### config.mk
export PLATFORM = sky130hd
export DESIGN_NAME = load_writeback
export DESIGN_NICKNAME = d
export VERILOG_FILES = /design/src/logic/lsu_pkg.sv /design/src/logic/load_writeback.sv
export SDC_FILE = /design/constraint.sdc
export NUM_CORES = 1
export LEC_CHECK = 0
export BUFFER_PORTS_ARGS = -buffer_cell sky130_fd_sc_hd__buf_2
export CORE_MARGIN = 2
export CORE_UTILIZATION = 37
export CTS_BUF_LIST = sky130_fd_sc_hd__clkbuf_8
export CTS_CLUSTER_SIZE = 8
export DETAILED_ROUTE_END_ITERATION = 10
export PLACE_DENSITY = 0.95
export SLEW_MARGIN = 20
export SYNTH_ARGS = -nofsm -noshare
export SYNTH_HDL_FRONTEND = slang
export SYNTH_SLANG_ARGS = --single-unit
### constraint.sdc
create_clock -name clk -period 4.35 [get_ports clk]
set_input_delay 0.2175 -clock clk [delete_from_list [all_inputs] [get_ports clk]]
set_output_delay 0.2175 -clock clk [all_outputs]
set_load 0.1 [all_outputs]
### src/logic/lsu_pkg.sv
`default_nettype none

package lsu_pkg;

    //////////////////////////////////////////////////////////////////////
    // Widths and sizes
    localparam int DATA_W = 32;
    localparam int OFFSET_W = 12;
    localparam int ID_W = 4;

    // Word index is address bits 9:2, upper bits wrap
    localparam int MEM_WORDS = 256;
    localparam int MEM_ADDR_W = 8;

    localparam int QUEUE_DEPTH = 4;
    localparam int QUEUE_PTR_W = $clog2(QUEUE_DEPTH);
    localparam int QUEUE_COUNT_W = $clog2(QUEUE_DEPTH + 1);

    //////////////////////////////////////////////////////////////////////
    // Opcodes and exception codes
    // Bit 3 marks a store, bits 2:0 are the fn3 field
    typedef enum logic [3:0] {
        LB  = 4'b0000,
        LH  = 4'b0001,
        LW  = 4'b0010,
        LBU = 4'b0100,
        LHU = 4'b0101,
        SB  = 4'b1000,
        SH  = 4'b1001,
        SW  = 4'b1010
    } ls_op_t;

    // Standard RISC-V mcause values
    typedef enum logic [3:0] {
        LOAD_ADDR_MISALIGNED  = 4'd4,
        STORE_ADDR_MISALIGNED = 4'd6
    } exc_code_t;

    //////////////////////////////////////////////////////////////////////
    // Packets
    typedef struct packed {
        ls_op_t              op;
        logic [DATA_W-1:0]   base;
        logic [OFFSET_W-1:0] offset;
        logic [DATA_W-1:0]   store_data;
        logic [ID_W-1:0]     id;
    } ls_request_t;

    // Queue entry, write data already on its byte lanes
    typedef struct packed {
        logic [MEM_ADDR_W-1:0] word_index;
        logic [3:0]            be;
        logic [DATA_W-1:0]     write_data;
        logic                  load;
        logic                  store;
        logic [1:0]            byte_addr;
        ls_op_t                op;
        logic [ID_W-1:0]       id;
    } mem_request_t;

    typedef struct packed {
        logic [ID_W-1:0]   id;
        logic [DATA_W-1:0] data;
    } load_result_t;

    typedef struct packed {
        exc_code_t         code;
        logic [DATA_W-1:0] tval;
        logic [ID_W-1:0]   id;
    } ls_exception_t;

endpackage

`default_nettype wire

### src/logic/load_writeback.sv
`default_nettype none

module load_writeback (
    input  logic                        clk,
    input  logic                        rst,
    input  logic                        issue,
    input  lsu_pkg::mem_request_t       entry,
    input  logic [lsu_pkg::DATA_W-1:0]  read_data,
    output logic                        result_done,
    output lsu_pkg::load_result_t       result
);
    import lsu_pkg::*;

    logic load_issue;
    logic [ID_W-1:0] id_r;
    logic [1:0] byte_addr_r;
    ls_op_t op_r;
    logic [7:0] byte_sel;
    logic [15:0] half_sel;
    logic [DATA_W-1:0] load_data;

    assign load_issue = issue & entry.load;

    //////////////////////////////////////////////////////////////////////
    // Attributes travel alongside the RAM read
    always_ff @(posedge clk) begin
        if (rst) begin
            result_done <= 1'b0;
        end else begin
            result_done <= load_issue;
        end
    end

    always_ff @(posedge clk) begin
        if (load_issue) begin
            id_r <= entry.id;
            byte_addr_r <= entry.byte_addr;
            op_r <= entry.op;
        end
    end

    //////////////////////////////////////////////////////////////////////
    // Lane select and extension
    // Aligned accesses only, so halfword sits at bit 0 or 16
    assign byte_sel = read_data[byte_addr_r*8 +: 8];
    assign half_sel = byte_addr_r[1] ? read_data[31:16] : read_data[15:0];

    always_comb begin
        case (op_r)
            LB:      load_data = {{(DATA_W-8){byte_sel[7]}}, byte_sel};
            LBU:     load_data = {{(DATA_W-8){1'b0}}, byte_sel};
            LH:      load_data = {{(DATA_W-16){half_sel[15]}}, half_sel};
            LHU:     load_data = {{(DATA_W-16){1'b0}}, half_sel};
            default: load_data = read_data;
        endcase
    end

    assign result = '{id: id_r, data: load_data};

    done_follows_load: assert property (
        @(posedge clk) disable iff (rst) result_done |-> $past(issue && entry.load)
    ) else $error("Load result without an issued load");

endmodule

`default_nettype wire

==> impl_metrics.yaml <==
run_status:
  status: "complete, no violations"
clock_tree:
  cts_hold_buf: 0
  cts_tree: "built"
  ctsRootBufferMaster: "sky130_fd_sc_hd__clkbuf_8"
  cts.clk_slew.worst_paths_ps: 50
  cts_buffers: 3
  clock_path_buffers: 2
  cts.repair.resized: 0
  cts.repair_timing.setup_buffer_count: 0
  number_of_h_tree_branching_levels: 1
  number_of_sinks_on_the_clock_net: 11
drt:
  routed-via-count: 1228
  detail_route.wirelength_um: 3137
  wl_per_cell_um: 13.29
  drt_iter0_drc: 63
  detail-route-antenna-nets: 0
  drc_violation_count_after_routing: 0
  drt_pre_antenna_iters: 4
  vias_per_cell: 5.203
global_routing:
  largest_net_degree_at_the_start_of_global_routing: 38
  grt_util_met1_pct: 20.75
  grt_first_pass_wirelength_um: 4988
  grt_util_all_layers_pct: 18.83
  grt.overflow.total: 0
  grtUsageMet2_pct: 34.58
  grt_use_met3_pct: 3.571
  grt_pass1_vias: 1202
  grt_most_used_layer: "met2"
  initial_antenna_violation_count: 0
floorplan:
  die_width_um: 57.71
  die-area_um2: 3330
  ios: 128
  die_height_um: 57.71
  initial_utilization_pct: 38.70
  core_region_area_um2: 2758
  std_cell_rows: 19
sta:
  drv_slew: 0
  post-route-min-period_ps: 2575
  max_freq_mhz: 388.4
  slew_headroom_pct: 50.48
  timing.final.setup_violations: 0
  hold_viol_final: 0
  rsz0062_at_grt: "false"
  holdWs_ps: 141.4
  fin_ws_ps: 1775
  setup-tns-final_ps: 0
  worstMarginPinSlew_ps: 740.9
  min_period_over_period_pct: 59.18
layout:
  fin_nets: 297
  final_util_pct: 53.81
  filler_cell_count: 267
  syn_to_final_growth_pct: 39.04
  insertedDiodeCount: 0
  final_cells: 236
  final_common_cell: "sky130_fd_sc_hd__buf_2"
  layout.cells.most_common_list: "sky130_fd_sc_hd__buf_2 (82), sky130_fd_sc_hd__nand2_1 (19), sky130_fd_sc_hd__a21oi_1 (16)"
  post_route_cells_drive_above_1_share_pct: 49.76
  final_area_um2: 1484
worst_setup_path:
  critical_path.max_fanout: 16
  critPathMaxStageDelay_ps: 590
  worst_setup_path_start_kind: "register"
  crit_slowest_cell: "sky130_fd_sc_hd__nand2_1"
  path_cells: "nor2_1 -> nand2_1 -> a21oi_1 -> buf_2"
  setup.worst_path.end_class: "primary output"
  critical_path_class: "reg -> out"
  worst-endpoint-required_ps: 4130
  cp.arrival_ps: 2360
pwr:
  cellLeakagePower_nw: 0.7414
  post-layout-total-power_uw: 618.2
  power.density_cell_area_nw_per_um2: 416.6
  peakVddDrop_v: 0.0002730
yosys:
  syn-num-nets: 221
  yosys_register_bits: 11
  post_synth_num_cell_types: 31
  synthesis.instances: 130
  ys.warnings.count: 0
  yosysSeqAreaShare_pct: 30.01
  synthesis.area_per_instance_um2: 8.210
  synth.cell_area_um2: 1067
placed_design:
  place.gp.congestion: 0.8194
  post-place-ws_ps: 1982
  portBuffers: 82
  place_inst: 232
  dpl_cell_area_um2: 1439
  place_hpwl_um: 2469
worst_hold_path:
  holdPathStages: 2
  worstHoldPathType: "in -> reg"
  min_to: "result_done$_SDFF_PP0_"
  timing.hold.worst.start: "rst"
job:
  cap_viol_max_count: 0
[critical path, delay by kind of cell, from the launching register on]
kind,cells,cell delay [ps]
buffers and inverters,1,450
DFF,1,370
AOI/OAI and AO/OA,1,280
and+or+nand+nor,2,1030
[routing by layer]
metal  vias to the layer above  wire [um]  part of all wire, %
li1                        623          -                    -
met1                       532       1206                   38
met3                         4        299                  9.5
met2                        69       1590                   51
met4                         0         42                  1.3
met5                         -          0                    0
[cells in the mapped netlist (all sizes together)]
library cell	instances	area [um2]
inv	4	15.01
and2	2	15.02
a31oi	3	18.77
mux2	4	45.04
a22oi	1	7.510
o2bb2ai	1	8.760
dfxtp	1	20.02
o21a	1	7.510
nor2b	1	6.260
edfxtp	10	300.3
o31ai	1	12.51
nand2b	1	6.260
clkbuf	4	15.01
mux2i	6	60.06
a2bb2oi	1	15.01
nor2	12	45.04
buf	7	62.56
or2	2	12.51
nand3	3	15.01
a22o	7	61.31
o21ai	5	25.02
nand2	19	71.32
o22ai	4	25.02
and2b	1	7.510
a21oi	28	185.2
clkinv	1	3.750
[state kept, by name, indices dropped and copies added (netlist names)]
| register | cells |
|---|---|
| result_done | 1 |
| byte_addr_r | 2 |
| op_r | 4 |
| id_r | 4 |
[cells by family (layout without fill, tap and decap cells)]
family,Yosys count,in the layout,share of synthesized area [%]
buffers and inverters,16,91,9.026
AOI/OAI and AO/OA,52,52,34.35
and+or+nand+nor,41,41,16.77
muxes,10,10,9.848
DFF,11,11,30.01
[report_power, final]
group	leakage (nW)	internal (mW)	switching, mW
Sequential	0.102	0.124	0.00878
Clock	0.0269	0.0615	0.0335
Combinational	0.612	0.0712	0.320
Total	0.741	0.256	0.362
[how the worst max path moves through the flow]
| stage | slack (ps) | depth (start not counted) | endpoint | startpoint |
|---|---|---|---|---|
| after global routing | 1630 | 4 | result[25] | op_r[3]$_DFFE_PP_ |
| final | 1780 | 4 | result[25] | op_r[3]$_DFFE_PP_ |
| after floorplan | 1530 | 6 | result[0] | op_r[0]$_DFFE_PP_ |
| after global placement | 2000 | 5 | result[4] | op_r[3]$_DFFE_PP_ |
| after detailed placement | 1980 | 5 | result[4] | op_r[3]$_DFFE_PP_ |
| after CTS | 1720 | 5 | result[4] | op_r[3]$_DFFE_PP_ |
[layout make-up]
class                   count  area [um2]  area share, %
flip-flops and latches     11       320.3          21.59
clock buffers               3       41.29          2.782
well taps                  31       38.79          2.614
multi-input cells         103       650.6          43.84
inverters                   5       18.77          1.265
clock inverters             1       3.754         0.2530
repair buffers             82       410.4          27.66
Power figures use the tool's default switching activity.
