**config.mk**
```make
export PLATFORM = sky130hd
export DESIGN_NAME = ls_address_gen
export DESIGN_NICKNAME = d
export VERILOG_FILES = /design/src/logic/lsu_pkg.sv /design/src/logic/ls_address_gen.sv
export SDC_FILE = /design/constraint.sdc
export NUM_CORES = 1
export LEC_CHECK = 0
export ABC_AREA = 1
export BUFFER_PORTS_ARGS = -buffer_cell sky130_fd_sc_hd__buf_2
export CORE_MARGIN = 4
export CORE_UTILIZATION = 37
export DETAILED_ROUTE_END_ITERATION = 6
export PLACE_DENSITY_LB_ADDON = 0.05
export SYNTH_ARGS = -nofsm -noshare
export SYNTH_HDL_FRONTEND = slang
export SYNTH_SLANG_ARGS = --single-unit
```
**constraint.sdc**
```tcl
create_clock -name vclk -period 1.63
set_input_delay 0.0815 -clock vclk [all_inputs]
set_output_delay 0.0815 -clock vclk [all_outputs]
set_load 0.02 [all_outputs]
```
**src/logic/lsu_pkg.sv**
```systemverilog
`default_nettype none

package lsu_pkg;

    //////////////////////////////////////////////////////////////////////
    // Widths and sizes
    localparam int DATA_W = 32;
    localparam int OFFSET_W = 12;
    localparam int ID_W = 4;

    // Word index is address bits 9:2, upper bits wrap
    localparam int MEM_WORDS = 256;
    localparam int MEM_ADDR_W = 8;

    localparam int QUEUE_DEPTH = 4;
    localparam int QUEUE_PTR_W = $clog2(QUEUE_DEPTH);
    localparam int QUEUE_COUNT_W = $clog2(QUEUE_DEPTH + 1);

    //////////////////////////////////////////////////////////////////////
    // Opcodes and exception codes
    // Bit 3 marks a store, bits 2:0 are the fn3 field
    typedef enum logic [3:0] {
        LB  = 4'b0000,
        LH  = 4'b0001,
        LW  = 4'b0010,
        LBU = 4'b0100,
        LHU = 4'b0101,
        SB  = 4'b1000,
        SH  = 4'b1001,
        SW  = 4'b1010
    } ls_op_t;

    // Standard RISC-V mcause values
    typedef enum logic [3:0] {
        LOAD_ADDR_MISALIGNED  = 4'd4,
        STORE_ADDR_MISALIGNED = 4'd6
    } exc_code_t;

    //////////////////////////////////////////////////////////////////////
    // Packets
    typedef struct packed {
        ls_op_t              op;
        logic [DATA_W-1:0]   base;
        logic [OFFSET_W-1:0] offset;
        logic [DATA_W-1:0]   store_data;
        logic [ID_W-1:0]     id;
    } ls_request_t;

    // Queue entry, write data already on its byte lanes
    typedef struct packed {
        logic [MEM_ADDR_W-1:0] word_index;
        logic [3:0]            be;
        logic [DATA_W-1:0]     write_data;
        logic                  load;
        logic                  store;
        logic [1:0]            byte_addr;
        ls_op_t                op;
        logic [ID_W-1:0]       id;
    } mem_request_t;

    typedef struct packed {
        logic [ID_W-1:0]   id;
        logic [DATA_W-1:0] data;
    } load_result_t;

    typedef struct packed {
        exc_code_t         code;
        logic [DATA_W-1:0] tval;
        logic [ID_W-1:0]   id;
    } ls_exception_t;

endpackage

`default_nettype wire

```
**src/logic/ls_address_gen.sv**
```systemverilog
`default_nettype none

module ls_address_gen (
    input  logic                        clk,
    input  logic                        rst,
    input  logic                        take,
    input  lsu_pkg::ls_request_t        request,
    output logic                        push,
    output lsu_pkg::mem_request_t       entry,
    output logic                        misaligned,
    output logic [lsu_pkg::DATA_W-1:0]  fault_addr
);
    import lsu_pkg::*;

    logic [DATA_W-1:0] address;
    logic is_store;
    logic is_byte;
    logic is_half;
    logic is_word;
    logic unaligned;
    logic [3:0] be;
    logic [DATA_W-1:0] lane_data;

    //////////////////////////////////////////////////////////////////////
    // Address and width decode
    assign address = request.base
                    + {{(DATA_W-OFFSET_W){request.offset[OFFSET_W-1]}}, request.offset};

    always_comb begin
        is_byte = 1'b0;
        is_half = 1'b0;
        is_word = 1'b0;
        case (request.op)
            LB, LBU, SB: is_byte = 1'b1;
            LH, LHU, SH: is_half = 1'b1;
            default:     is_word = 1'b1;
        endcase
    end

    assign is_store = request.op[3];

    // Half needs bit 0 clear, word needs both low bits clear
    assign unaligned = (is_half & address[0]) | (is_word & (|address[1:0]));

    //////////////////////////////////////////////////////////////////////
    // Byte enables, stores only
    always_comb begin
        be = '0;
        if (is_store) begin
            if (is_byte) begin
                be[address[1:0]] = 1'b1;
            end else if (is_half) begin
                be[{address[1], 1'b0}] = 1'b1;
                be[{address[1], 1'b1}] = 1'b1;
            end else begin
                be = '1;
            end
        end
    end

    // Replicate store data across every lane it may land on
    assign lane_data = is_byte ? {4{request.store_data[7:0]}} :
                       is_half ? {2{request.store_data[15:0]}} :
                                 request.store_data;

    assign entry = '{
        word_index: address[MEM_ADDR_W+1:2],
        be:         be,
        write_data: lane_data,
        load:       ~is_store,
        store:      is_store,
        byte_addr:  address[1:0],
        op:         request.op,
        id:         request.id
    };

    assign push = take & ~unaligned;
    assign misaligned = take & unaligned;
    assign fault_addr = address;

    load_without_write_enables: assert property (
        @(posedge clk) disable iff (rst) (push && entry.load) |-> (entry.be == '0)
    ) else $error("Load pushed with byte enables set");

endmodule

`default_nettype wire

```
==> summary.txt <==
STA
  – Fmax: 0.6205 GHz
  – Final Hold Viols: 0
  – Max transition margin: 0.8167
  – Fin crit period: 1612 ps
  – Final period util: 0.9887
  – Slew @ Worst Pin: 274.0 ps
  – RSZ-0062 raised after global routing: yes
  – Final setup vio count: 0
  – Max Transition Viols Final: 0
  – Setup ws final: 18.46 ps

Drt
  – Via count: 4268
  – Initial DRC Count: 165
  – Post-DRT Antenna Nets: 0
  – Vias/cell: 4.649
  – Post-route DRC: 0
  – Final WL: 11360 um
  – Per-cell routed wire length: 12.37 um
  – DR pass1 iterations: 4

Hold path
  – WHS Path Cells: 0
  – Hold path startpoint: request[0]
  – Hold EP: entry[0]
  – Min-delay worst type: in -> out

Floorplan
  – Io pins: 177
  – Die area: 9878 um2
  – Die outline height: 99.39 um
  – Initial Util: 0.3780
  – Placeable Area: 8175 um2
  – Die Wd: 99.39 um
  – Rows: 33

Logic synthesis
  – Post-synth top area share: 0.3231
  – Largest family of logic cells by synthesized area: simple AND/OR/NAND/NOR gates
  – Cells after Synth: 628
  – Simple-gate share of the synthesized area: 0.4972
  – Syn Area/Cell: 4.921 um2
  – Mapped Area: 3090 um2
  – Synth Area in Compound Gates: 0.08988
  – Sequential area share after synthesis: 0
  – Syn nets: 747
  – XOR/XNOR Fraction of Synth Area: 0.04251
  – Synth Area in Adders: 0.1320
  – Synth cell types: 27
  – Top post-synthesis cells by area: nand2_1 (32%), inv_1 (15%), ha_1 (13%)
  – Synth area leader: nand2_1
  – Mux share of post-synthesis cell area: 0
  – Ys Warns: 0

Setup path
  – CP top delay family: adder cells
  – CP startpoint: request[36]
  – Critical path's slowest cell: fa_2
  – CP Buf/Inv Count: 4
  – Worst stage delay on the critical path: 340 ps
  – Critical Path Sink Type: output port
  – Crit path kind: in -> out
  – CP required: 1550 ps
  – Most frequent CP cell: inv_2
  – CP max FO: 3
  – Critical Path AT: 1530 ps
  – Cell Chain, Critical Path: buf_8 -> ha_4 -> inv_2 -> fa_2 -> inv_2 -> nand3_2 -> nand3_4 -> nand2_4 -> a21oi_2 -> nor2_1 -> nand2_1 -> nand2_2 -> buf_6
  – Setup crit start kind: primary input

Pwr
  – Sequential Power Share: 0
  – Internal power: 990.7 uW
  – VDD IR max: 0.0003968 V
  – Leakage power: 0.003064 uW
  – Clock power share: 0
  – Switching share of power: 0.5848
  – Power per cell area: 466.4 nW/um2
  – Sw Pwr: 1396 uW
  – Comb pwr share: 1.000

Final layout
  – Synth-to-Final Area Change: 65.55%
  – FF/Latch Area: 0 um2
  – Util after Layout: 0.6258
  – Sequential cell count: 0
  – Clkbuf count: 0
  – Most common cell after layout, fill and taps aside: nand2_1
  – Nets: 934
  – Most frequent cells in the layout: nand2_1 (221), buf_2 (148), inv_1 (123)
  – # diodes: 0
  – Share of layout cells above drive strength 1: 0.4711

Global route
  – Gr usage total: 0.2070
  – Total congestion overflow: 0
  – Vias in the first global route: 3933
  – Initial antenna violation count: 0
  – First-pass GRT wire length: 17440 um
  – Pin count of the biggest net entering global routing: 17

Clock tree
  – CTS Hold Buffers Added: 0

Placement
  – Hpwl dp: 9127 um
  – # port buffers: 167
  – Pre-CTS setup slack: -299.8 ps
  – RD Place Congestion: 0.9202

Job
  – Max Cap Viol: 0

Run status
  – Status: completed
-- cells by family after synthesis --
| group | count (synthesis) |
|---|---|
| simple gates | 369 |
| buf+inv | 165 |
| compound gates | 47 |
| fa+ha+maj | 32 |
| xor+xnor | 15 |
-- per-stage QoR --
step	TNS (ps)	area, um2	hold WS, ps	std cells	power (uW)
after detailed placement	-4581	4172	163.1	912	1938
after floorplan	-118.3	3103	239.6	628	1314
after global routing	-521.0	5116	163.0	918	2602
final	0	5116	163.0	918	2386
after CTS	-2.704	4629	163.1	916	2140
after global placement	-4169	4172	163.1	912	1927
-- final cells by class --
class	instances	area, um2
multi-input combinational	463	3136
tap	105	131.4
fill	788	3059
inverter	134	503.0
timing repair buffer	216	1346
-- per-layer routing --
layer  routed length (um)  part of all wire  vias up  GRT usage
met5                    0                 0        -          0
met3                  731             0.064       10    0.01332
met2                 5513              0.49      129     0.3827
met4                  136             0.012        0    0.01681
li1                     -                 -     2241          -
met1                 4979              0.44     1888     0.2733
-- repair_timing --
| action | in CTS | in global routing |
|---|---|---|
| setup buffers | 4 | 1 |
| resized for setup | 82 | 106 |
| pin swaps | 9 | 30 |
| gates cloned | 0 | 1 |
| hold endpoints to repair | 0 | 0 |
| endpoints found under the setup margin | 24 | 31 |
-- Yosys cell counts --
cell type / instances
nand2_1: 266
inv_1: 127
nor2_1: 45
ha_1: 31
buf_4: 29
a21oi_1: 25
nand3_1: 21
nand2_2: 16
xor2_1: 12
o21ai_0: 8
inv_2: 7
o211ai_1: 7
nand3_2: 6
nand4_1: 5
nor2_2: 4
o21ai_2: 3
xnor2_1: 3
nor3_1: 2
nor3_2: 2
o21bai_1: 2
a21o_1: 1
buf_2: 1
buf_6: 1
fa_1: 1
nand2_4: 1
o21bai_2: 1
or2_1: 1
-- worst max path at each step --
stage | end | slack [ps] | cells past startpoint
2_1_floorplan | fault_addr[8] | -70 | 10
3_3_place_gp | fault_addr[28] | -280 | 11
3_5_place_dp | fault_addr[28] | -300 | 11
4_1_cts | fault_addr[29] | -3 | 11
5_1_grt | fault_addr[25] | -70 | 13
6_report | fault_addr[16] | 20 | 13
-- power by group through the flow --
stage	clock network, uW	registers (uW)	logic [uW]
2_1_floorplan	0	0	1310
3_3_place_gp	0	0	1930
3_5_place_dp	0	0	1940
4_1_cts	0	0	2140
5_1_grt	0	0	2600
6_report	0	0	2390
Note: power is estimated with default switching activity, not from simulation.
