File: src/logic/lsu_pkg.sv
`default_nettype none

package lsu_pkg;

    //////////////////////////////////////////////////////////////////////
    // Widths and sizes
    localparam int DATA_W = 32;
    localparam int OFFSET_W = 12;
    localparam int ID_W = 4;

    // Word index is address bits 9:2, upper bits wrap
    localparam int MEM_WORDS = 256;
    localparam int MEM_ADDR_W = 8;

    localparam int QUEUE_DEPTH = 4;
    localparam int QUEUE_PTR_W = $clog2(QUEUE_DEPTH);
    localparam int QUEUE_COUNT_W = $clog2(QUEUE_DEPTH + 1);

    //////////////////////////////////////////////////////////////////////
    // Opcodes and exception codes
    // Bit 3 marks a store, bits 2:0 are the fn3 field
    typedef enum logic [3:0] {
        LB  = 4'b0000,
        LH  = 4'b0001,
        LW  = 4'b0010,
        LBU = 4'b0100,
        LHU = 4'b0101,
        SB  = 4'b1000,
        SH  = 4'b1001,
        SW  = 4'b1010
    } ls_op_t;

    // Standard RISC-V mcause values
    typedef enum logic [3:0] {
        LOAD_ADDR_MISALIGNED  = 4'd4,
        STORE_ADDR_MISALIGNED = 4'd6
    } exc_code_t;

    //////////////////////////////////////////////////////////////////////
    // Packets
    typedef struct packed {
        ls_op_t              op;
        logic [DATA_W-1:0]   base;
        logic [OFFSET_W-1:0] offset;
        logic [DATA_W-1:0]   store_data;
        logic [ID_W-1:0]     id;
    } ls_request_t;

    // Queue entry, write data already on its byte lanes
    typedef struct packed {
        logic [MEM_ADDR_W-1:0] word_index;
        logic [3:0]            be;
        logic [DATA_W-1:0]     write_data;
        logic                  load;
        logic                  store;
        logic [1:0]            byte_addr;
        ls_op_t                op;
        logic [ID_W-1:0]       id;
    } mem_request_t;

    typedef struct packed {
        logic [ID_W-1:0]   id;
        logic [DATA_W-1:0] data;
    } load_result_t;

    typedef struct packed {
        exc_code_t         code;
        logic [DATA_W-1:0] tval;
        logic [ID_W-1:0]   id;
    } ls_exception_t;

endpackage

`default_nettype wire

File: src/logic/ls_queue.sv
`default_nettype none

module ls_queue (
    input  logic                    clk,
    input  logic                    rst,
    input  logic                    push,
    input  lsu_pkg::mem_request_t   entry_in,
    output logic                    full,
    output logic                    pop_valid,
    output lsu_pkg::mem_request_t   entry_out
);
    import lsu_pkg::*;

    mem_request_t entries [QUEUE_DEPTH];
    logic [QUEUE_PTR_W-1:0] wr_ptr;
    logic [QUEUE_PTR_W-1:0] rd_ptr;
    logic [QUEUE_COUNT_W-1:0] count;

    function automatic logic [QUEUE_PTR_W-1:0] next_ptr(input logic [QUEUE_PTR_W-1:0] ptr);
        return (ptr == QUEUE_PTR_W'(QUEUE_DEPTH - 1)) ? '0 : ptr + 1'b1;
    endfunction

    //////////////////////////////////////////////////////////////////////
    // Storage
    always_ff @(posedge clk) begin
        if (push) begin
            entries[wr_ptr] <= entry_in;
        end
    end

    //////////////////////////////////////////////////////////////////////
    // Pointers and occupancy
    // Memory never stalls, so the head leaves every cycle it is valid
    always_ff @(posedge clk) begin
        if (rst) begin
            wr_ptr <= '0;
            rd_ptr <= '0;
            count <= '0;
        end else begin
            if (push) begin
                wr_ptr <= next_ptr(wr_ptr);
            end
            if (pop_valid) begin
                rd_ptr <= next_ptr(rd_ptr);
            end
            case ({push, pop_valid})
                2'b10: count <= count + 1'b1;
                2'b01: count <= count - 1'b1;
                default: count <= count;
            endcase
        end
    end

    assign full = (count == QUEUE_COUNT_W'(QUEUE_DEPTH));
    assign pop_valid = (count != '0);
    assign entry_out = entries[rd_ptr];

    no_push_when_full: assert property (
        @(posedge clk) disable iff (rst) push |-> !full
    ) else $error("Push into full request queue");

    count_in_range: assert property (
        @(posedge clk) disable iff (rst) count <= QUEUE_COUNT_W'(QUEUE_DEPTH)
    ) else $error("Request queue count out of range");

endmodule

`default_nettype wire

File: config.mk
export PLATFORM = sky130hd
export DESIGN_NAME = ls_queue
export DESIGN_NICKNAME = d
export VERILOG_FILES = /design/src/logic/lsu_pkg.sv /design/src/logic/ls_queue.sv
export SDC_FILE = /design/constraint.sdc
export NUM_CORES = 1
export LEC_CHECK = 0
export BUFFER_PORTS_ARGS = -buffer_cell sky130_fd_sc_hd__buf_2
export CAP_MARGIN = 10
export CORE_MARGIN = 4
export CORE_UTILIZATION = 31
export CTS_CLUSTER_DIAMETER = 30
export DETAILED_ROUTE_END_ITERATION = 12
export PLACE_DENSITY = 0.45
export SYNTH_ARGS = -nofsm -noshare
export SYNTH_HDL_FRONTEND = slang
export SYNTH_SLANG_ARGS = --single-unit
File: constraint.sdc
create_clock -name clk -period 5.85 [get_ports clk]
set_clock_uncertainty 0.2 [all_clocks]
set_input_delay 0.8775 -clock clk [delete_from_list [all_inputs] [get_ports clk]]
set_output_delay 0.8775 -clock clk [all_outputs]
set_load 0.005 [all_outputs]
==> results list <==
- The flow ran to the end, and the final reports show no timing, DRC or antenna violations.
- Top-Level Pins: 117
- Area used by sequential logic in the layout: 6910 um^2
* Number of antenna violations at the first check in global routing: 0
* RSZ-0062 raised after global routing: false
* Total CTS buffers: 51
* CTS HTree Levels: 2
- Placeable core region: 27000 um^2
- Counting every instance in the synthesized netlist gives 340.
* Fill cell total of the finished layout: 2395
- At the worst endpoint, the arrival time is 2680 ps.
* Class of the tightest hold or removal check: flip-flop to flip-flop
- The first global-routing pass estimated 26200 um of wire.
- Net Sw Power: 1.40 mW
* Startpoint-to-endpoint class of the critical path: flip-flop to output port
* Sequential element share of the synthesized area: 80.7%
- The congestion estimate from routability-driven global placement came to 0.652.
- Design internal power: 4.34 mW
- CP max FO: 40
* CP required: 4770 ps
- Post-layout nets: 564
- Setup violations remaining at the end of the flow were counted as 0.
- Initial cell density of the core: 31.7%
- The worst setup path is captured at an output port.
- Number of enable flip-flop cells after synthesis: 224
- The number of cells on the worst reg-to-reg path is 8.
* Post-CTS Hold Fix Bufs: 0
- Clk buf depth: 3
- Yosys printed 0 warnings.
* Number of global-route vias before repair: 4639
* Total power per unit cell area: 512 nW/um^2
- Registers are responsible for 36.6% of the overall power.
* Area of the die: 30300 um^2
- Cell Area, Synth: 8560 um^2
* Port Buf Inserts: 116
* Clock sink count: 233
- Pins Over Slew Limit: 0
- For the worst-skew pair, the clock arrives at the later sink with an insertion delay of 530 ps.
* Final Hold Violating Endpoints: 0
- The clock period could shrink to 3750 ps.
- The floorplan has 60 rows.
- Clock-pin slew on the worst setup and hold paths: 50 ps
- TritonCTS built the clock tree.
- For this run, the top clock speed supported by timing is 266 MHz.
* Top_reg_cell synth: sky130_fd_sc_hd__edfxtp_1
* Peak ir drop on the vdd network: 0.203 mV
- The routed layout has 4068 vias.
* Leading cell types in the layout, fill and taps excluded: sky130_fd_sc_hd__edfxtp_1, sky130_fd_sc_hd__buf_2, sky130_fd_sc_hd__mux4_2
- Overall Global Routing Usage: 11.2%
* Per-cell routed wire length: 19.4 um
- Area of combinational cells with multiple inputs: 1510 um^2
* Combinational share of power: 14.4%
- Number of instances on the worst hold path: 2
- The number of setup buffers added after CTS is 0.
* Estimated wirelength of the detail-placed design: 9280 um
* TritonRoute pass-1 iters: 4
- Mapped Avg Cell Area: 25.2 um^2
* Number of nets with antenna violations after routing: 0
* Synth-to-layout area growth: 31.0%
* Net count of the mapped netlist: 406
- Summed negative setup slack over all endpoints: 0 ps
- Per report_power, the clock group accounts for 49.0% of the total.
* Number of maximum-capacitance violations: 0
- Layout cells sized above 1: 49.0%
- Hold slack: 291 ps
* Remaining global-route overflow: 0
- For this design the static power due to leakage is 3.87 nW.
- The tree is rooted in a sky130_fd_sc_hd__clkbuf_16.
- The library cell used most frequently in the layout, excluding fill and tap cells, is sky130_fd_sc_hd__edfxtp_1.
- Startpoint kind of the worst setup timing path: flip-flop
- After synthesis, the share of flip-flops with an asynchronous set or reset is 0%.
- Floorplan die width: 174 um
- Yosys cell types: 22
- Vias per cell: 4.62
- Net switching is 24.4% of the power.
* CTS-repair resized insts: 0
- Total Routed Length: 17100 um
* First DRT Iteration DRCs: 183
- The floorplan step set the die height to 174 um.
* Drt drc: 0
- In this run, synthesis produced a sequential element count of 233.
* Remaining max-slew budget at the tightest pin: 36.2%
- For the pin with the worst max-slew slack, the measured transition is 958 ps.
* Crit share post-route: 64.2%
- Largest net degree at the start of global routing: 57
## cell type report
class / instances / share of cell area [%]
well taps: 341 / 3.81
repair buffers: 117 / 5.24
diodes: 1 / 0.0223
clock buffers: 54 / 11.5
multi-input cells: 88 / 13.5
flip-flops and latches: 233 / 61.7
clock inverters: 40 / 4.06
inverters: 7 / 0.234
## critical path: stages, from the launching register on
cell and delay [ps]:
sky130_fd_sc_hd__dfxtp_4 910, sky130_fd_sc_hd__buf_4 490, sky130_fd_sc_hd__mux4_2 590, sky130_fd_sc_hd__buf_2 150
## through the flow
stage | cells | instance area, um^2 | setup WS (ps) | power, mW | util, %
finish | 881 | 11200 | 2100 | 5.74 | 41.5
global route | 880 | 11200 | 1800 | 6.01 | 41.5
CTS | 880 | 11200 | 1930 | 5.85 | 41.5
detailed placement | 786 | 9470 | 2510 | 3.00 | 35.0
global placement | 786 | 9470 | 2510 | 2.99 | 35.0
floorplan | 340 | 8560 | 3020 | 2.67 | -
## layer usage
metal / global-route usage, % / vias up / share of wire [%]
met5: 0 / - / 0
met4: 3.86 / 0 / 1.9
met3: 4.39 / 31 / 7.0
met2: 18.5 / 126 / 49
met1: 13.6 / 2125 / 42
li1: - / 1786 / -
## Yosys cell counts (2+ instances only)
| cell | instances | area share (%) |
|---|---|---|
| sky130_fd_sc_hd__edfxtp_1 | 224 | 79 |
| sky130_fd_sc_hd__and2_1 | 4 | 0.29 |
| sky130_fd_sc_hd__buf_2 | 5 | 0.29 |
| sky130_fd_sc_hd__nor2_1 | 6 | 0.26 |
| sky130_fd_sc_hd__buf_12 | 4 | 0.94 |
| sky130_fd_sc_hd__ha_1 | 6 | 0.88 |
| sky130_fd_sc_hd__a21oi_1 | 4 | 0.23 |
| sky130_fd_sc_hd__xor2_1 | 2 | 0.20 |
| sky130_fd_sc_hd__mux4_2 | 56 | 15 |
| sky130_fd_sc_hd__or3_1 | 2 | 0.15 |
| sky130_fd_sc_hd__dfxtp_1 | 9 | 2.1 |
| sky130_fd_sc_hd__inv_1 | 7 | 0.31 |
| sky130_fd_sc_hd__mux2i_1 | 2 | 0.23 |
## power groups by stage
stage               registers, mW  logic [mW]  clock network (mW)
finish                       2.10       0.824                2.81
global placement             2.15       0.838                   0
CTS                          2.12       0.851                2.88
global route                 2.14       0.909                2.97
floorplan                    1.97       0.692                   0
detailed placement           2.15       0.847                   0
## registers in the layout, indices dropped and copies added (netlist names), named ones only
signal and count:
entries 224, count 3, rd_ptr 2, wr_ptr 2
## cell families after synthesis
group | Yosys count | share of synthesized area, %
DFF | 233 | 80.7
buffers and inverters | 19 | 1.80
muxes | 58 | 15.0
xor gates and xnor gates | 2 | 0.205
AOI/OAI and AO/OA | 5 | 0.292
adders and majority gates | 7 | 1.11
and+or+nand+nor | 16 | 0.964
## final timing paths
check	from	endpoint	slack (ps)
setup / recovery	flip-flop	entry_out[37]	2100
hold / removal	rd_ptr[0]$_SDFFE_PP0N_	flip-flop	290
setup reg to reg	count[1]$_SDFFE_PP0P_	count[2]$_SDFFE_PP0P_	3690
hold reg to reg	rd_ptr[0]$_SDFFE_PP0N_	flip-flop	290
Power figures use the tool's default switching activity.
