$ cat src/logic/lsu_pkg.sv
`default_nettype none

package lsu_pkg;

    //////////////////////////////////////////////////////////////////////
    // Widths and sizes
    localparam int DATA_W = 32;
    localparam int OFFSET_W = 12;
    localparam int ID_W = 4;

    // Word index is address bits 9:2, upper bits wrap
    localparam int MEM_WORDS = 256;
    localparam int MEM_ADDR_W = 8;

    localparam int QUEUE_DEPTH = 4;
    localparam int QUEUE_PTR_W = $clog2(QUEUE_DEPTH);
    localparam int QUEUE_COUNT_W = $clog2(QUEUE_DEPTH + 1);

    //////////////////////////////////////////////////////////////////////
    // Opcodes and exception codes
    // Bit 3 marks a store, bits 2:0 are the fn3 field
    typedef enum logic [3:0] {
        LB  = 4'b0000,
        LH  = 4'b0001,
        LW  = 4'b0010,
        LBU = 4'b0100,
        LHU = 4'b0101,
        SB  = 4'b1000,
        SH  = 4'b1001,
        SW  = 4'b1010
    } ls_op_t;

    // Standard RISC-V mcause values
    typedef enum logic [3:0] {
        LOAD_ADDR_MISALIGNED  = 4'd4,
        STORE_ADDR_MISALIGNED = 4'd6
    } exc_code_t;

    //////////////////////////////////////////////////////////////////////
    // Packets
    typedef struct packed {
        ls_op_t              op;
        logic [DATA_W-1:0]   base;
        logic [OFFSET_W-1:0] offset;
        logic [DATA_W-1:0]   store_data;
        logic [ID_W-1:0]     id;
    } ls_request_t;

    // Queue entry, write data already on its byte lanes
    typedef struct packed {
        logic [MEM_ADDR_W-1:0] word_index;
        logic [3:0]            be;
        logic [DATA_W-1:0]     write_data;
        logic                  load;
        logic                  store;
        logic [1:0]            byte_addr;
        ls_op_t                op;
        logic [ID_W-1:0]       id;
    } mem_request_t;

    typedef struct packed {
        logic [ID_W-1:0]   id;
        logic [DATA_W-1:0] data;
    } load_result_t;

    typedef struct packed {
        exc_code_t         code;
        logic [DATA_W-1:0] tval;
        logic [ID_W-1:0]   id;
    } ls_exception_t;

endpackage

`default_nettype wire

$ cat src/logic/ls_exception.sv
`default_nettype none

module ls_exception (
    input  logic                        clk,
    input  logic                        rst,
    input  logic                        raise,
    input  logic [lsu_pkg::DATA_W-1:0]  fault_addr,
    input  lsu_pkg::ls_op_t             op,
    input  logic [lsu_pkg::ID_W-1:0]    id,
    input  logic                        ack,
    output logic                        exception_valid,
    output lsu_pkg::ls_exception_t      exception
);
    import lsu_pkg::*;

    logic capture;

    // First fault wins while one is pending
    assign capture = raise & ~exception_valid;

    always_ff @(posedge clk) begin
        if (rst) begin
            exception_valid <= 1'b0;
        end else begin
            exception_valid <= (exception_valid & ~ack) | raise;
        end
    end

    always_ff @(posedge clk) begin
        if (capture) begin
            exception.code <= op[3] ? STORE_ADDR_MISALIGNED : LOAD_ADDR_MISALIGNED;
            exception.tval <= fault_addr;
            exception.id <= id;
        end
    end

    held_until_ack: assert property (
        @(posedge clk) disable iff (rst) (exception_valid && !ack) |=> exception_valid
    ) else $error("Exception dropped without acknowledge");

endmodule

`default_nettype wire

$ cat config.mk
export PLATFORM = sky130hd
export DESIGN_NAME = ls_exception
export DESIGN_NICKNAME = d
export VERILOG_FILES = /design/src/logic/lsu_pkg.sv /design/src/logic/ls_exception.sv
export SDC_FILE = /design/constraint.sdc
export NUM_CORES = 1
export LEC_CHECK = 0
export BUFFER_PORTS_ARGS = -buffer_cell sky130_fd_sc_hd__buf_2
export CORE_MARGIN = 2
export CORE_UTILIZATION = 42
export DETAILED_ROUTE_END_ITERATION = 10
export PLACE_DENSITY = 0.88
export REMOVE_ABC_BUFFERS = 1
export SLEW_MARGIN = 20
export SYNTH_ARGS = -nofsm -noshare
export SYNTH_HDL_FRONTEND = slang
export SYNTH_SLANG_ARGS = --single-unit
$ cat constraint.sdc
create_clock -name clk -period 7.5 [get_ports clk]
set_clock_uncertainty 0.2 [all_clocks]
set_input_delay 0.75 -clock clk [delete_from_list [all_inputs] [get_ports clk]]
set_output_delay 0.75 -clock clk [all_outputs]
set_load 0.05 [all_outputs]
==> results.sh, run 1 <==
export IMPL_stdcell_count=162
export IMPL_grt_pass1_vias=768
export IMPL_critical_path_max_stage_delay_ns=0.41
export IMPL_yosysTopAreaCell="edfxtp_1"
export IMPL_yosys_cell_types_count=8
export IMPL_p_sw_share_pct=28.75
export IMPL_vias_per_cell=4.463
export IMPL_hold_path_end="exception_valid"
export IMPL_final_core_utilization_pct=61.13
export IMPL_synth_area_per_cell_um2=25.18
export IMPL_critPathMaxFanout=3
export IMPL_io_pins=85
export IMPL_peakVddDrop_mv=0.2056
export IMPL_yosysSeqAreaShare_pct=95.56
export IMPL_hold_depth=2
export IMPL_r2r_end="exception[28]"
export IMPL_cp_cell_sequence="buf_2"
export IMPL_die_area_mm2=0.003259
export IMPL_combPwrFrac_pct=16.5
export IMPL_track_usage_pct=14.63
export IMPL_setup_tns_ns=0
export IMPL_cts_buffer_depth=2
export IMPL_internal_power_mw=0.2988
export IMPL_hold_class="input pin to flip-flop"
export IMPL_synth_area_mm2=0.001184
export IMPL_overflow=0
export IMPL_vias=723
export IMPL_maxSlewViolCount=0
export IMPL_setup_violations=0
export IMPL_synthMuxAreaShare_pct=0
export IMPL_area_delta_synth_final_pct=39.96
export IMPL_antenna_found_initial=0
export IMPL_synth_top_area_share_pct=93.87
export IMPL_drc=0
export IMPL_cts_buffers_inserted=5
export IMPL_cts_sinks=38
export IMPL_power_mw=0.4193
export IMPL_crit_type="flip-flop to primary output"
export IMPL_ant_nets=0
export IMPL_start_kind="flip-flop"
export IMPL_antenna_cells=0
export IMPL_report_final_hold_viol_count=0
export IMPL_syn_inst=47
export IMPL_r2r_start="exception_valid"
export IMPL_drv_cap=0
export IMPL_rr_worst_depth=1
export IMPL_rsz0062_at_grt="no"
export IMPL_core_mm2=0.002710
export IMPL_synth_top_family_by_area="buffers and inverters"
export IMPL_critical_path_buf_inv_count=1
export IMPL_period_needed_ns=1.998
export IMPL_start_util_pct=43.67
export IMPL_run_status="completed"
export IMPL_synth_warnings=0
export IMPL_synth_xor_area_share_pct=0
export IMPL_dpl_cell_count=154
export IMPL_layout_drive_gt1_share_pct=66.41
export IMPL_relSlewSlack_pct=36.38
export IMPL_dieWidth_um=57.09
export IMPL_seqPwrFrac_pct=59.6
export IMPL_fin_nets=174
export IMPL_synthSimpleGateAreaFrac_pct=0.8457
export IMPL_power_share_clock_pct=23.9
export IMPL_cts_setup_buffers=0
export IMPL_die_y_um=57.09
export IMPL_min_from="rst"
export IMPL_regArea_mm2=0.001131
export IMPL_place_congestion=0.7182
export IMPL_critPathArrivalTime_ns=1.05
export IMPL_cts_root_buf="clkbuf_4"
export IMPL_drt_total_wl_um=2154
export IMPL_path_delay_family="flip-flops"
export IMPL_max_freq_mhz=500.4
export IMPL_pre_cts_ws_ns=5.204
export IMPL_holdBufCountCts=0
export IMPL_first_pass_iters=4
export IMPL_synth_compound_area_share_pct=0.7400
export IMPL_layout_setup_ws_ns=5.502
export IMPL_synth_seq_cells=38
export IMPL_p_per_area_mw_per_mm2=253.1
export IMPL_tightestPinTransition_ns=0.9521
export IMPL_cp_required_ns=6.55
export IMPL_rrSetupSlack_ns=5.82
export IMPL_switchingPower_mw=0.1205
export IMPL_num_rows=19
export IMPL_cpMaxStageDelayCell="dfxtp_1"
export IMPL_drt_iter0_markers=10
export IMPL_clkSlewWorstSetupHoldPaths_ns=0.11
export IMPL_fillers=212
export IMPL_synth_area_leaders="edfxtp_1, buf_4, dfxtp_1, a21oi_2, conb_1"
export IMPL_numPortBuffers=78
export IMPL_clk_insertion_delay_late_ns=0.34
export IMPL_wl_per_cell_um=13.30
export IMPL_multi_input_area_um2=37.54
export IMPL_crit_cells=1
export IMPL_synth_fa_ha_area_share_pct=0
export IMPL_grt_max_degree=38
export IMPL_fin_crit_sh_pct=26.65
export IMPL_htreeDepth=2
export IMPL_end_kind="primary output"
export IMPL_cts_resized=0
export IMPL_dpl_hpwl_um=1613
export IMPL_cts_tree="yes"
export IMPL_grt_pass1_wl_um=3318
export IMPL_total_leakage_power_nw=0.7233
registers in the layout, summed over array words and instances (netlist names):
name	cells
exception	37
exception_valid	1
per-layer routing:
layer  track usage (%)  share of wire, %  vias up  wire length [µm]
met5                 0                 0        -                 0
met4             8.970               2.7        0                59
met3             10.20                17        5               356
met2             24.30                51       58              1090
met1             12.60                30      320               647
li1                  -                 -      340                 -
worst max path at each step:
stage	startpoint	to	slack [ns]
3_5_place_dp	raise	exception[0]	5.20
2_1_floorplan	raise	exception[0]	4.50
3_3_place_gp	raise	exception[28]	5.28
4_1_cts	exception_valid	exception_valid	5.48
5_1_grt	exception_valid	exception_valid	5.44
6_report	exception_valid	exception_valid	5.50
cell type report:
class | count | share of cell area [%]
flip-flops and latches | 38 | 68.28
clock buffers | 6 | 2.492
repair buffers | 78 | 23.56
multi-input cells | 6 | 2.266
inverters | 1 | 0.2266
well taps | 31 | 2.341
clock inverters | 2 | 0.8308
layout by cell type, fill, tap and decap left out, drive strengths merged:
master,count
edfxtp,37
clkbuf,6
dfxtp,1
a21oi,1
buf,78
inv,1
clkinv,2
nand2b,1
conb,3
nor2,1
through the flow:
step / hold WS [ns] / cell area (µm²)
floorplan: 0.5196 / 1165
global placement: 0.3124 / 1602
detailed placement: 0.3438 / 1602
CTS: 0.3307 / 1657
global route: 0.3297 / 1657
finish: 0.3518 / 1657
cell usage after synthesis:
| cell type | n |
|---|---|
| edfxtp_1 | 37 |
| inv_1 | 1 |
| dfxtp_1 | 1 |
| nor2_1 | 1 |
| a21oi_2 | 1 |
| nand2b_1 | 1 |
| buf_4 | 3 |
| conb_1 | 2 |
power groups by stage:
stage / clock (mW) / combinational, mW / sequential [mW]
2_1_floorplan: 0 / 0.00757 / 0.296
3_3_place_gp: 0 / 0.0688 / 0.254
3_5_place_dp: 0 / 0.0699 / 0.255
4_1_cts: 0.105 / 0.0699 / 0.250
5_1_grt: 0.114 / 0.0722 / 0.251
6_report: 0.100 / 0.0694 / 0.250
cell families (layout without fill, tap and decap cells):
family,count (synthesis),in the layout
other,2,3
and+or+nand+nor,2,2
buffers and inverters,4,87
DFF,38,38
AOI/OAI and AO/OA,1,1
(Power assumes the default switching activity.)
==> run 2: changes to the inputs <==
Settings changed: CORE_UTILIZATION 42 to 35, PLACE_DENSITY 0.88 to 0.79.
Clock period 7.5 ns to 1.8 ns, I/O delays scaled along.
==> run 2 against run 1 <==
Compared with the run above: cell count up 34%; hold slack worse by 0.070 ns; core utilization up 1.9 points; clock power rose to 3.9 times the previous value; via count up 18%; wire length up 20%; register-to-register slack worse by 5.5 ns; flip-flop and latch count unchanged; first-iteration DRC count up 80%; critical endpoint is now exception_valid.
==> results.sh, run 2 (synthesis gave the netlist of run 1 again) <==
export IMPL_clk_insertion_delay_late_ns=0.33
export IMPL_core_mm2=0.003284
export IMPL_p_per_area_mw_per_mm2=862.5
export IMPL_fin_crit_sh_pct=79.93
export IMPL_rrSetupSlack_ns=0.36
export IMPL_area_delta_synth_final_pct=74.95
export IMPL_cts_resized=0
export IMPL_cts_buffers_inserted=5
export IMPL_htreeDepth=2
export IMPL_hold_path_end="exception[14]"
export IMPL_critPathArrivalTime_ns=1.52
export IMPL_clkSlewWorstSetupHoldPaths_ns=0.10
export IMPL_drt_iter0_markers=18
export IMPL_io_pins=85
export IMPL_cts_root_buf="clkbuf_4"
export IMPL_dpl_cell_count=171
export IMPL_num_rows=21
export IMPL_die_y_um=62.16
export IMPL_report_final_hold_viol_count=0
export IMPL_stdcell_count=217
export IMPL_critical_path_buf_inv_count=1
export IMPL_r2r_end="exception_valid"
export IMPL_first_pass_iters=2
export IMPL_start_util_pct=36.04
export IMPL_grt_pass1_vias=916
export IMPL_cp_required_ns=1.88
export IMPL_cts_tree="yes"
export IMPL_largest_reg_flops=37
export IMPL_rsz0062_at_grt="no"
export IMPL_path_delay_family="buffers and inverters"
export IMPL_hold_class="input pin to flip-flop"
export IMPL_crit_type="flip-flop to flip-flop"
export IMPL_final_common_cell="buf_2"
export IMPL_setup_violations=0
export IMPL_overflow=0
export IMPL_hold_depth=4
export IMPL_max_freq_mhz=695.1
export IMPL_reg_top3="exception: 37 flops, exception_valid: 1 flops"
export IMPL_period_needed_ns=1.439
export IMPL_die_area_mm2=0.003863
export IMPL_layout_drive_gt1_share_pct=50.88
export IMPL_antenna_cells=0
export IMPL_dieWidth_um=62.16
export IMPL_run_status="completed"
export IMPL_vias=854
export IMPL_placed_area_mm2=0.001635
export IMPL_end_kind="flip-flop"
export IMPL_drt_total_wl_um=2590
export IMPL_holdBufCountCts=39
export IMPL_min_from="raise"
export IMPL_drv_cap=0
export IMPL_cp_cell_sequence="nand2b_1, a21oi_2, dlygate4sd3_1"
export IMPL_final_area_mm2=0.002071
export IMPL_drc=0
export IMPL_critPathMaxFanout=3
export IMPL_cpMaxStageDelayCell="dlygate4sd3_1"
export IMPL_setup_tns_ns=0
export IMPL_wl_per_cell_um=11.94
export IMPL_start_kind="flip-flop"
export IMPL_cts_buffer_depth=2
export IMPL_cts_sinks=38
export IMPL_vias_per_cell=3.935
export IMPL_place_congestion=0.6277
export IMPL_grt_max_degree=25
export IMPL_rr_worst_depth=3
export IMPL_track_usage_pct=14.19
export IMPL_grt_pass1_wl_um=4119
export IMPL_fin_nets=215
export IMPL_numPortBuffers=78
export IMPL_hold_ws_ns=0.2818
export IMPL_peakVddDrop_mv=0.4405
export IMPL_r2r_start="exception_valid"
export IMPL_largest_register="exception"
export IMPL_maxSlewViolCount=0
export IMPL_mostFrequentLayoutCells="buf_2, dlygate4sd3_1, edfxtp_1, clkbuf_4, conb_1"
export IMPL_total_leakage_power_nw=0.8905
export IMPL_critical_path_max_stage_delay_ns=0.54
export IMPL_antenna_found_initial=0
export IMPL_cts_setup_buffers=0
export IMPL_dpl_hpwl_um=1731
export IMPL_ant_nets=0
run 2: cell count changes in the layout (fill, tap and decap cells not counted), sizes merged:
cell	before	now
buf	78	80
dlygate4sd3	0	39
clkbuf	6	7
clkinv	2	0
run 2: worst min-delay path: cells and delay by family:
kind / cells / cell delay, ns
buffers and inverters: 3 / 0.36
and+or+nand+nor: 1 / 0.11
run 2: routing by layer:
metal,part of all wire (%),global-route usage (%),vias up
li1,-,-,418
met1,36,14.20,384
met2,54,25.82,50
met3,9.2,7.065,2
met4,0.73,4.167,0
met5,0,0,-
run 2: report_power, final:
| group | leakage (nW) | total [mW] | switching, mW | internal, mW |
|---|---|---|---|---|
| registers | 0.362 | 1.04 | 0.0116 | 1.03 |
| clock network | 0.0254 | 0.386 | 0.238 | 0.147 |
| logic | 0.503 | 0.361 | 0.239 | 0.122 |
run 2: worst max-delay path by stage:
stage               startpoint  cells after the start              end
3_5_place_dp             raise                      4    exception[12]
3_3_place_gp             raise                      4    exception[12]
4_1_cts        exception_valid                      3  exception_valid
6_report       exception_valid                      3  exception_valid
5_1_grt        exception_valid                      3  exception_valid
2_1_floorplan  exception_valid                      1     exception[0]
run 2: through the flow:
step           setup WS, ns  power (mW)  utilization, %
2_1_floorplan       -0.9489       1.263               -
3_3_place_gp         0.5460       1.350           49.79
3_5_place_dp         0.4944       1.358           49.79
4_1_cts              0.3591       1.809           63.05
5_1_grt              0.3024       1.870           63.05
6_report             0.3613       1.786           63.05
run 2: final cells by class:
| type | count | area, µm² |
|---|---|---|
| clock buffer | 7 | 45.04 |
| fill | 240 | 1214 |
| inverter | 1 | 3.754 |
| multi-input combinational | 6 | 37.54 |
| sequential | 38 | 1131 |
| tap | 46 | 57.56 |
| timing repair buffer | 119 | 795.8 |
